===== src/hw/sb_pkg.sv =====
package sb_pkg;

  // --------------------------------------------------------------------------
  // Sizes
  // --------------------------------------------------------------------------
  localparam int unsigned XLEN      = 64;
  localparam int unsigned SB_DEPTH  = 4;                 // Store buffer entries
  localparam int unsigned SB_IDX_W  = $clog2(SB_DEPTH);
  localparam int unsigned ROB_IDX_W = 4;
  localparam int unsigned BE_W      = XLEN / 8;          // One enable per byte

  typedef logic [ROB_IDX_W-1:0] rob_idx_t;
  typedef logic [SB_IDX_W-1:0]  sb_idx_t;

  // Store width, as encoded by the decoder
  typedef enum logic [1:0] {
    LS_BYTE,
    LS_HALF,
    LS_WORD,
    LS_DOUBLE
  } ls_width_t;

  // Life of one entry
  typedef enum logic [3:0] {
    S_EMPTY,
    S_RS12_PENDING,  // Base and data both missing
    S_RS1_PENDING,
    S_RS2_PENDING,
    S_ADDR_REQ,
    S_ADDR_WAIT,
    S_WAIT_ROB,      // Address known, not yet committed
    S_MEM_REQ,
    S_MEM_WAIT,
    S_COMPLETED
  } sb_state_t;

  // --------------------------------------------------------------------------
  // Port and storage structs
  // --------------------------------------------------------------------------
  typedef struct packed {
    logic            ready;
    rob_idx_t        rob_idx;  // Producer tag when not ready
    logic [XLEN-1:0] value;
  } operand_t;

  typedef struct packed {
    ls_width_t       width;
    operand_t        rs1;      // Base address
    operand_t        rs2;      // Store data
    logic [XLEN-1:0] imm;
    rob_idx_t        dest;
  } issue_t;

  typedef struct packed {
    rob_idx_t        rob_idx;
    logic [XLEN-1:0] value;
  } cdb_t;

  typedef struct packed {
    ls_width_t       width;
    rob_idx_t        rs1_rob_idx;
    logic [XLEN-1:0] rs1_value;
    rob_idx_t        rs2_rob_idx;
    logic [XLEN-1:0] rs2_value;
    rob_idx_t        dest_rob_idx;
    logic [XLEN-1:0] imm_addr;   // Offset first, address once the adder answers
    logic            committed;
  } sb_data_t;

  typedef struct packed {
    sb_idx_t         tag;
    logic [XLEN-1:0] base;
    logic [XLEN-1:0] offs;
  } adder_req_t;

  typedef struct packed {
    sb_idx_t         tag;
    logic [XLEN-1:0] result;
  } adder_ans_t;

  typedef struct packed {
    logic [XLEN-1:0] addr;
    logic [BE_W-1:0] be;
    logic [XLEN-1:0] wdata;
    sb_idx_t         tag;
  } mem_req_t;

endpackage


===== src/hw/sb_entry.sv =====
module sb_entry import sb_pkg::*; (
  input  logic            clk_i,
  input  logic            rst_ni,
  input  logic            flush_i,
  input  logic            push_i,
  input  issue_t          issue_i,
  input  logic            cdb_valid_i,
  input  cdb_t            cdb_i,
  input  logic            addr_sent_i,
  input  logic            addr_done_i,
  input  logic [XLEN-1:0] addr_i,
  input  logic            commit_i,
  input  logic            mem_sent_i,
  input  logic            mem_done_i,
  input  logic            pop_i,
  output sb_state_t       state_o,
  output sb_data_t        data_o
);

  sb_state_t state_q, state_d;
  sb_data_t  data_q;
  logic      wait_rs1, wait_rs2;
  logic      hit_rs1, hit_rs2;
  logic      committed;

  assign wait_rs1 = (state_q == S_RS12_PENDING) || (state_q == S_RS1_PENDING);
  assign wait_rs2 = (state_q == S_RS12_PENDING) || (state_q == S_RS2_PENDING);

  // Tag match only while the operand is still missing
  assign hit_rs1 = cdb_valid_i && wait_rs1 && (cdb_i.rob_idx == data_q.rs1_rob_idx);
  assign hit_rs2 = cdb_valid_i && wait_rs2 && (cdb_i.rob_idx == data_q.rs2_rob_idx);

  assign committed = data_q.committed || commit_i;  // Pulse may meet the answer

  // --------------------------------------------------------------------------
  // Next state
  // --------------------------------------------------------------------------
  always_comb begin
    state_d = state_q;
    case (state_q)
      S_EMPTY: begin
        if (push_i) begin
          case ({issue_i.rs1.ready, issue_i.rs2.ready})
            2'b11:   state_d = S_ADDR_REQ;
            2'b01:   state_d = S_RS1_PENDING;
            2'b10:   state_d = S_RS2_PENDING;
            default: state_d = S_RS12_PENDING;
          endcase
        end
      end
      S_RS12_PENDING: begin
        if (hit_rs1 && hit_rs2) begin
          state_d = S_ADDR_REQ;  // Same producer for both
        end else if (hit_rs1) begin
          state_d = S_RS2_PENDING;
        end else if (hit_rs2) begin
          state_d = S_RS1_PENDING;
        end
      end
      S_RS1_PENDING: if (hit_rs1) state_d = S_ADDR_REQ;
      S_RS2_PENDING: if (hit_rs2) state_d = S_ADDR_REQ;
      S_ADDR_REQ, S_ADDR_WAIT: begin
        // A zero-latency adder answers in the request cycle
        if (addr_done_i) begin
          state_d = committed ? S_MEM_REQ : S_WAIT_ROB;
        end else if (addr_sent_i) begin
          state_d = S_ADDR_WAIT;
        end
      end
      S_WAIT_ROB: if (commit_i) state_d = S_MEM_REQ;
      S_MEM_REQ, S_MEM_WAIT: begin
        if (mem_done_i) begin
          state_d = S_COMPLETED;
        end else if (mem_sent_i) begin
          state_d = S_MEM_WAIT;
        end
      end
      S_COMPLETED: if (pop_i) state_d = S_EMPTY;
      default: state_d = S_EMPTY;
    endcase
  end

  always_ff @(posedge clk_i or negedge rst_ni) begin
    if (!rst_ni) begin
      state_q <= S_EMPTY;
    end else if (flush_i) begin
      state_q <= S_EMPTY;
    end else begin
      state_q <= state_d;
    end
  end

  // --------------------------------------------------------------------------
  // Entry fields
  // --------------------------------------------------------------------------
  always_ff @(posedge clk_i or negedge rst_ni) begin
    if (!rst_ni) begin
      data_q <= '0;
    end else if (push_i) begin
      data_q.width        <= issue_i.width;
      data_q.rs1_rob_idx  <= issue_i.rs1.rob_idx;
      data_q.rs1_value    <= issue_i.rs1.value;
      data_q.rs2_rob_idx  <= issue_i.rs2.rob_idx;
      data_q.rs2_value    <= issue_i.rs2.value;
      data_q.dest_rob_idx <= issue_i.dest;
      data_q.imm_addr     <= issue_i.imm;
      data_q.committed    <= 1'b0;
    end else begin
      if (hit_rs1) data_q.rs1_value <= cdb_i.value;
      if (hit_rs2) data_q.rs2_value <= cdb_i.value;
      if (addr_done_i) data_q.imm_addr <= addr_i;  // Offset no longer needed
      if (commit_i && state_q != S_EMPTY) data_q.committed <= 1'b1;
    end
  end

  assign state_o = state_q;
  assign data_o  = data_q;

  a_state_legal: assert property (@(posedge clk_i) disable iff (!rst_ni)
    state_q inside {S_EMPTY, S_RS12_PENDING, S_RS1_PENDING, S_RS2_PENDING,
                    S_ADDR_REQ, S_ADDR_WAIT, S_WAIT_ROB, S_MEM_REQ, S_MEM_WAIT,
                    S_COMPLETED});

  // Tail decode must never land on a busy slot
  a_push_empty: assert property (@(posedge clk_i) disable iff (!rst_ni)
    push_i |-> state_q == S_EMPTY);

endmodule


===== src/hw/sb_queue_ptrs.sv =====
module sb_queue_ptrs import sb_pkg::*; (
  input  logic    clk_i,
  input  logic    rst_ni,
  input  logic    flush_i,
  input  logic    push_i,
  input  logic    addr_sent_i,
  input  logic    mem_sent_i,
  input  logic    pop_i,
  output sb_idx_t tail_o,
  output sb_idx_t addr_o,
  output sb_idx_t mem_o,
  output sb_idx_t head_o,
  output logic    full_o
);

  logic [SB_IDX_W:0] count_q;  // Occupied entries

  function automatic sb_idx_t ptr_inc(sb_idx_t ptr);
    return (ptr == sb_idx_t'(SB_DEPTH - 1)) ? '0 : ptr + 1'b1;
  endfunction

  always_ff @(posedge clk_i or negedge rst_ni) begin
    if (!rst_ni) begin
      tail_o  <= '0;
      addr_o  <= '0;
      mem_o   <= '0;
      head_o  <= '0;
      count_q <= '0;
    end else if (flush_i) begin
      tail_o  <= '0;
      addr_o  <= '0;
      mem_o   <= '0;
      head_o  <= '0;
      count_q <= '0;
    end else begin
      if (push_i)      tail_o <= ptr_inc(tail_o);
      if (addr_sent_i) addr_o <= ptr_inc(addr_o);
      if (mem_sent_i)  mem_o  <= ptr_inc(mem_o);
      if (pop_i)       head_o <= ptr_inc(head_o);
      case ({push_i, pop_i})
        2'b10:   count_q <= count_q + 1'b1;
        2'b01:   count_q <= count_q - 1'b1;
        default: ;  // Both or neither
      endcase
    end
  end

  // Tail slot is busy exactly when every entry is occupied
  assign full_o = (count_q == (SB_IDX_W + 1)'(SB_DEPTH));

  a_no_push_full: assert property (@(posedge clk_i) disable iff (!rst_ni)
    push_i |-> !full_o);
  a_no_pop_empty: assert property (@(posedge clk_i) disable iff (!rst_ni)
    pop_i |-> count_q != '0);

endmodule


===== src/hw/sb_mem_req.sv =====
module sb_mem_req import sb_pkg::*; (
  input  sb_data_t  [SB_DEPTH-1:0] entries_i,
  input  sb_state_t [SB_DEPTH-1:0] states_i,
  input  sb_idx_t                  mem_idx_i,
  output logic                     mem_valid_o,
  output mem_req_t                 mem_req_o,
  output rob_idx_t                 comm_rob_idx_o
);

  sb_data_t sel;

  assign sel = entries_i[mem_idx_i];

  assign mem_valid_o    = (states_i[mem_idx_i] == S_MEM_REQ);
  assign comm_rob_idx_o = sel.dest_rob_idx;  // Oldest store not yet sent

  // --------------------------------------------------------------------------
  // Request payload
  // --------------------------------------------------------------------------
  always_comb begin
    mem_req_o.addr  = sel.imm_addr;
    mem_req_o.wdata = sel.rs2_value;  // Memory picks the low bytes
    mem_req_o.tag   = mem_idx_i;
    case (sel.width)
      LS_BYTE:   mem_req_o.be = BE_W'(8'b0000_0001);
      LS_HALF:   mem_req_o.be = BE_W'(8'b0000_0011);
      LS_WORD:   mem_req_o.be = BE_W'(8'b0000_1111);
      LS_DOUBLE: mem_req_o.be = '1;
      default:   mem_req_o.be = '0;
    endcase
  end

endmodule


===== src/hw/store_buffer.sv =====
module store_buffer import sb_pkg::*; (
  input  logic       clk_i,
  input  logic       rst_ni,
  input  logic       flush_i,
  // Issue stage
  input  logic       issue_valid_i,
  output logic       issue_ready_o,
  input  issue_t     issue_i,
  // Common data bus
  input  logic       cdb_valid_i,
  input  cdb_t       cdb_i,
  output logic       cdb_valid_o,
  input  logic       cdb_ready_i,
  output cdb_t       cdb_o,
  // Address adder
  output logic       adder_valid_o,
  input  logic       adder_ready_i,
  output adder_req_t adder_req_o,
  input  logic       adder_valid_i,
  input  adder_ans_t adder_ans_i,
  // Commit
  output rob_idx_t   comm_mem_idx_o,
  input  logic       comm_mem_clear_i,
  // Memory
  output logic       mem_valid_o,
  input  logic       mem_ready_i,
  output mem_req_t   mem_req_o,
  input  logic       mem_valid_i,
  input  sb_idx_t    mem_tag_i
);

  sb_idx_t tail_idx, addr_idx, mem_idx, head_idx;
  logic    full;
  logic    push, addr_sent, mem_sent, pop;

  logic [SB_DEPTH-1:0] push_oh, addr_sent_oh, addr_done_oh;
  logic [SB_DEPTH-1:0] commit_oh, mem_sent_oh, mem_done_oh, pop_oh;

  sb_state_t [SB_DEPTH-1:0] states;
  sb_data_t  [SB_DEPTH-1:0] entries;

  // --------------------------------------------------------------------------
  // Handshakes and per-entry strobes
  // --------------------------------------------------------------------------
  assign push      = issue_valid_i && issue_ready_o;
  assign addr_sent = adder_valid_o && adder_ready_i;
  assign mem_sent  = mem_valid_o && mem_ready_i;
  assign pop       = cdb_valid_o && cdb_ready_i;

  always_comb begin
    for (int i = 0; i < SB_DEPTH; i++) begin
      push_oh[i]      = push && (tail_idx == sb_idx_t'(i));
      addr_sent_oh[i] = addr_sent && (addr_idx == sb_idx_t'(i));
      addr_done_oh[i] = adder_valid_i && (adder_ans_i.tag == sb_idx_t'(i));
      commit_oh[i]    = comm_mem_clear_i && (mem_idx == sb_idx_t'(i));
      mem_sent_oh[i]  = mem_sent && (mem_idx == sb_idx_t'(i));
      mem_done_oh[i]  = mem_valid_i && (mem_tag_i == sb_idx_t'(i));
      pop_oh[i]       = pop && (head_idx == sb_idx_t'(i));
    end
  end

  sb_queue_ptrs u_ptrs (
    .clk_i      (clk_i),
    .rst_ni     (rst_ni),
    .flush_i    (flush_i),
    .push_i     (push),
    .addr_sent_i(addr_sent),
    .mem_sent_i (mem_sent),
    .pop_i      (pop),
    .tail_o     (tail_idx),
    .addr_o     (addr_idx),
    .mem_o      (mem_idx),
    .head_o     (head_idx),
    .full_o     (full)
  );

  for (genvar i = 0; i < SB_DEPTH; i++) begin : gen_entry
    sb_entry u_entry (
      .clk_i      (clk_i),
      .rst_ni     (rst_ni),
      .flush_i    (flush_i),
      .push_i     (push_oh[i]),
      .issue_i    (issue_i),
      .cdb_valid_i(cdb_valid_i),
      .cdb_i      (cdb_i),
      .addr_sent_i(addr_sent_oh[i]),
      .addr_done_i(addr_done_oh[i]),
      .addr_i     (adder_ans_i.result),
      .commit_i   (commit_oh[i]),
      .mem_sent_i (mem_sent_oh[i]),
      .mem_done_i (mem_done_oh[i]),
      .pop_i      (pop_oh[i]),
      .state_o    (states[i]),
      .data_o     (entries[i])
    );
  end

  sb_mem_req u_mem_req (
    .entries_i     (entries),
    .states_i      (states),
    .mem_idx_i     (mem_idx),
    .mem_valid_o   (mem_valid_o),
    .mem_req_o     (mem_req_o),
    .comm_rob_idx_o(comm_mem_idx_o)
  );

  // --------------------------------------------------------------------------
  // Outputs
  // --------------------------------------------------------------------------
  assign issue_ready_o = !full;

  assign adder_valid_o = (states[addr_idx] == S_ADDR_REQ);
  assign adder_req_o   = '{tag:  addr_idx,
                           base: entries[addr_idx].rs1_value,
                           offs: entries[addr_idx].imm_addr};

  // Address goes out as the result
  assign cdb_valid_o = (states[head_idx] == S_COMPLETED);
  assign cdb_o       = '{rob_idx: entries[head_idx].dest_rob_idx,
                         value:   entries[head_idx].imm_addr};

endmodule


===== config.mk =====
export PLATFORM = sky130hd
export DESIGN_NAME = store_buffer
export DESIGN_NICKNAME = d
export VERILOG_FILES = /design/src/hw/sb_pkg.sv /design/src/hw/sb_entry.sv /design/src/hw/sb_queue_ptrs.sv /design/src/hw/sb_mem_req.sv /design/src/hw/store_buffer.sv
export SDC_FILE = /design/constraint.sdc
export NUM_CORES = 2
export LEC_CHECK = 0
export BUFFER_PORTS_ARGS = -buffer_cell sky130_fd_sc_hd__buf_2
export CORE_AREA = 8 8 306 308
export CTS_CLUSTER_SIZE = 20
export DETAILED_ROUTE_END_ITERATION = 8
export DIE_AREA = 0 0 314 316
export GPL_TIMING_DRIVEN = 0
export PLACE_DENSITY_LB_ADDON = 0.05
export SETUP_SLACK_MARGIN = 0.15
export SLEW_MARGIN = 20
export SYNTH_ARGS = -nofsm -noshare
export SYNTH_HDL_FRONTEND = slang
export SYNTH_SLANG_ARGS = --single-unit

===== constraint.sdc =====
create_clock -name clk_i -period 6.7 [get_ports clk_i]
set_input_delay 0 -clock clk_i [delete_from_list [all_inputs] [get_ports clk_i]]
set_output_delay 0 -clock clk_i [all_outputs]
set_load 0.01 [all_outputs]

==> summary.md <==
| Metric | Value |
|---|---|
| Via density | `6.24` |
| Compound-Gate Fraction of Synth Area | `0.0945` |
| Core Area | `89,000 µm²` |
| DRT iter0 DRCs | `4,885` |
| Power density cells | `335 nW/µm²` |
| PortBufs | `627` |
| Final nets | `6,070` |
| Proportion of synthesized area in mux cells | `0.320` |
| GPL Wtd Cong | `0.929` |
| RSZ-0062 raised after global routing | `no` |
| Clk root buf | `clkbuf_16` |
| Vias in the first global route | `44,363` |
| Post-DP Area | `53,200 µm²` |
| XOR/XNOR Fraction of Synth Area | `0.00669` |
| Design area | `61,400 µm²` |
| Post-synthesis register bit count | `855` |
| Clock tree buffer depth | `3` |
| CP startpoint kind | `flop` |
| Vias | `43,651` |
| Hold Crit Class | `input port to flop` |
| Skew-Pair Late Insertion Delay | `0.69 ns` |
| Width of the chip | `314 µm` |
| CTS Buf Count | `99` |
| Period minus WS final | `4.77 ns` |
| Grt ovf | `0` |
| Non-filler cells, final | `6,993` |
| Final WL | `197,000 µm` |
| Area of the die | `99,200 µm²` |
| DRC violations left | `0` |
| Final Max Slew Viols | `0` |
| Antenna-violating nets left | `0` |
| Synth async-reset ratio | `1.00` |
| Final Cycle Share | `0.711` |
| Dpl cells | `6,283` |
| TritonCTS clock tree | `yes` |
| # Max-Cap Violations | `0` |
| Post-synth cell types | `79` |
| HPWL after detailed placement | `138,000 µm` |
| Simple-gate share of the synthesized area | `0.0921` |
| Largest family of logic cells by synthesized area | `multiplexers` |
| R2R cell count | `11` |
| R2R Path End | `gen_entry[0].u_entry.state_o[3]` |
| VDD IR max | `0.000274 V` |
| Adder-Cell Fraction of Synth Area | `0.00532` |
| Sink Count | `855` |
| Cts repair resizes | `0` |
| Leak | `27.9 nW` |
| Clk slew on worst S/H paths | `0.06 ns` |
| Syn Nets | `4,848` |
| P&R area growth vs syn | `26.9%` |
| Worst Skew | `0.0143 ns` |
| Rel. slew slack | `0.149` |
| Seq/Total Area, Yosys | `0.442` |
| Initial antenna violation count | `52` |
| Worst Setup End Kind | `flop` |
| WHS Endpoint | `gen_entry[1].u_entry.state_o[1]` |
| Number of top-level pins | `699` |
| GR Util All Layers | `0.386` |
| Synth warn | `0` |
| Worst-Margin Slew | `1.28 ns` |
| Number of synthesized flops with an enable pin | `0` |
| Cells after Synth | `4,473` |
| Setup tns final | `0 ns` |
| Top FF cell, synth | `dfrtp_1` |
| Fin. Hold Viols | `0` |
| Critical-path maximum fanout | `10` |
| Die Y | `316 µm` |
| RR Startpoint | `u_ptrs.mem_o[1]` |
| Share of cells above drive strength 1 | `0.219` |
| Final Setup Violations | `0` |
| First-pass detailed-route iteration total | `6` |
| Mean post-synth cell area | `10.8 µm²` |
| Mapped Area | `48,400 µm²` |
| Hold path depth | `7` |
| Global-route wire length before repair | `288,000 µm` |
| Post-CTS Setup Repair Bufs | `0` |
| H-tree depth | `3` |
| Crit path DAT | `5.33 ns` |
| Kind of critical path | `flop to flop` |
| Largest net degree at the start of global routing | `129` |
| WP data required | `7.26 ns` |
| Max frequency | `210 MHz` |
| Starting Density | `0.544` |
| Hold bufs inserted after CTS | `487` |
| HP Start | `adder_ans_i[64]` |
| Number of cell rows | `110` |
| Wire per inst | `28.2 µm` |
| Status | `complete, no violations` |
| Reg2Reg Setup Slack | `1.93 ns` |
[through the flow]
stage	power (mW)	hold slack, ns	utilization	setup WS (ns)
2_1_floorplan	11.9	-0.296	-	3.77
3_3_place_gp	14.3	0.250	0.595	-13.81
3_5_place_dp	14.5	-0.0207	0.598	2.04
4_1_cts	20.4	0.0120	0.689	2.06
5_1_grt	21.5	0.115	0.690	1.85
6_report	20.6	0.0539	0.690	1.93
[layout make-up]
cell class | instances | area, µm²
diodes | 43 | 108
plain buffers | 440 | 1850
clock buffers | 153 | 2980
clock inverters | 27 | 204
fillers | 6861 | 27600
inverters | 22 | 82.6
multi-input cells | 3156 | 25100
flip-flops and latches | 855 | 21400
well taps | 1176 | 1470
repair buffers | 1121 | 8240
[state kept, by name, indices dropped and copies added (netlist names)]
name / flops
gen_entry.u_entry.data_o: 828
gen_entry.u_entry.state_o: 16
u_ptrs.addr_o: 2
u_ptrs.count_q: 3
u_ptrs.head_o: 2
u_ptrs.mem_o: 2
u_ptrs.tail_o: 2
[cell usage after synthesis, types with 17 or more instances]
cell      number  area [µm²]
dfrtp_1      855       21400
mux2i_1      776        7770
nand2_1      744        2790
o21ai_0      591        2960
mux4_2       330        7430
clkbuf_1     273        1020
nor2_1       233         875
a21oi_1      218        1090
buf_2         87         435
buf_1         63         236
inv_1         22        82.6
ha_1          19         238
xnor2_1       19         166
mux2_2        18         203
nor3_1        18        90.1
xor2_1        18         158
nand3_1       17        85.1
[worst max-delay path by stage]
stage / depth (start not counted) / end / start / slack, ns
final: 11 / gen_entry[0].u_entry.state_o[3] / u_ptrs.mem_o[1] / 1.93
after floorplan: 11 / gen_entry[0].u_entry.state_o[2] / u_ptrs.mem_o[0] / 3.77
after detailed placement: 11 / gen_entry[0].u_entry.state_o[2] / u_ptrs.mem_o[1] / 2.04
after global placement: 1 / gen_entry[1].u_entry.data_o[185] / rst_ni / -13.81
after global routing: 11 / gen_entry[0].u_entry.state_o[3] / u_ptrs.mem_o[1] / 1.85
after CTS: 11 / gen_entry[0].u_entry.state_o[2] / u_ptrs.mem_o[1] / 2.06
[per-layer routing]
layer | wire length [µm] | track usage | vias to the layer above
li1 | - | - | 18577
met3 | 20300 | 0.110 | 604
met5 | 131 | 0 | -
met2 | 91400 | 0.608 | 2525
met4 | 11800 | 0.204 | 20
met1 | 73200 | 0.484 | 21925
[layout by cell type (no fill, tap or decap), drive strengths merged, types with 24 or more instances in the layout]
cell	instances
mux4	330
clkbuf	427
inv	24
dlygate4sd3	486
diode	43
nor2	233
buf	801
nand2	744
a21oi	219
o21ai	591
mux2i	776
mux2	25
dfrtp	855
[critical path: stages (launching register included)]
cell and delay [ns]:
dfrtp_1 0.59, clkbuf_1 0.72, buf_1 1.00, clkbuf_1 0.63, inv_1 0.15, ha_1 0.30, nand2_1 0.09, nand4_1 0.15
o21a_1 0.15, a311o_1 0.33, nand4b_2 0.17, mux2_1 0.34
[cell families (layout without fill, tap and decap cells)]
family	after synthesis	count (layout)
other cells	1	44
simple gates	1096	1096
fa+ha+maj	20	20
mux	1131	1131
xor+xnor	37	37
buf+inv	462	1763
compound gates	871	871
flops	855	855
[power by group]
part	internal [mW]	switching [mW]	total, mW
registers	6.88	1.13	8.01
logic	3.47	3.68	7.15
clock network	3.09	2.31	5.40
(Power assumes the default switching activity.)
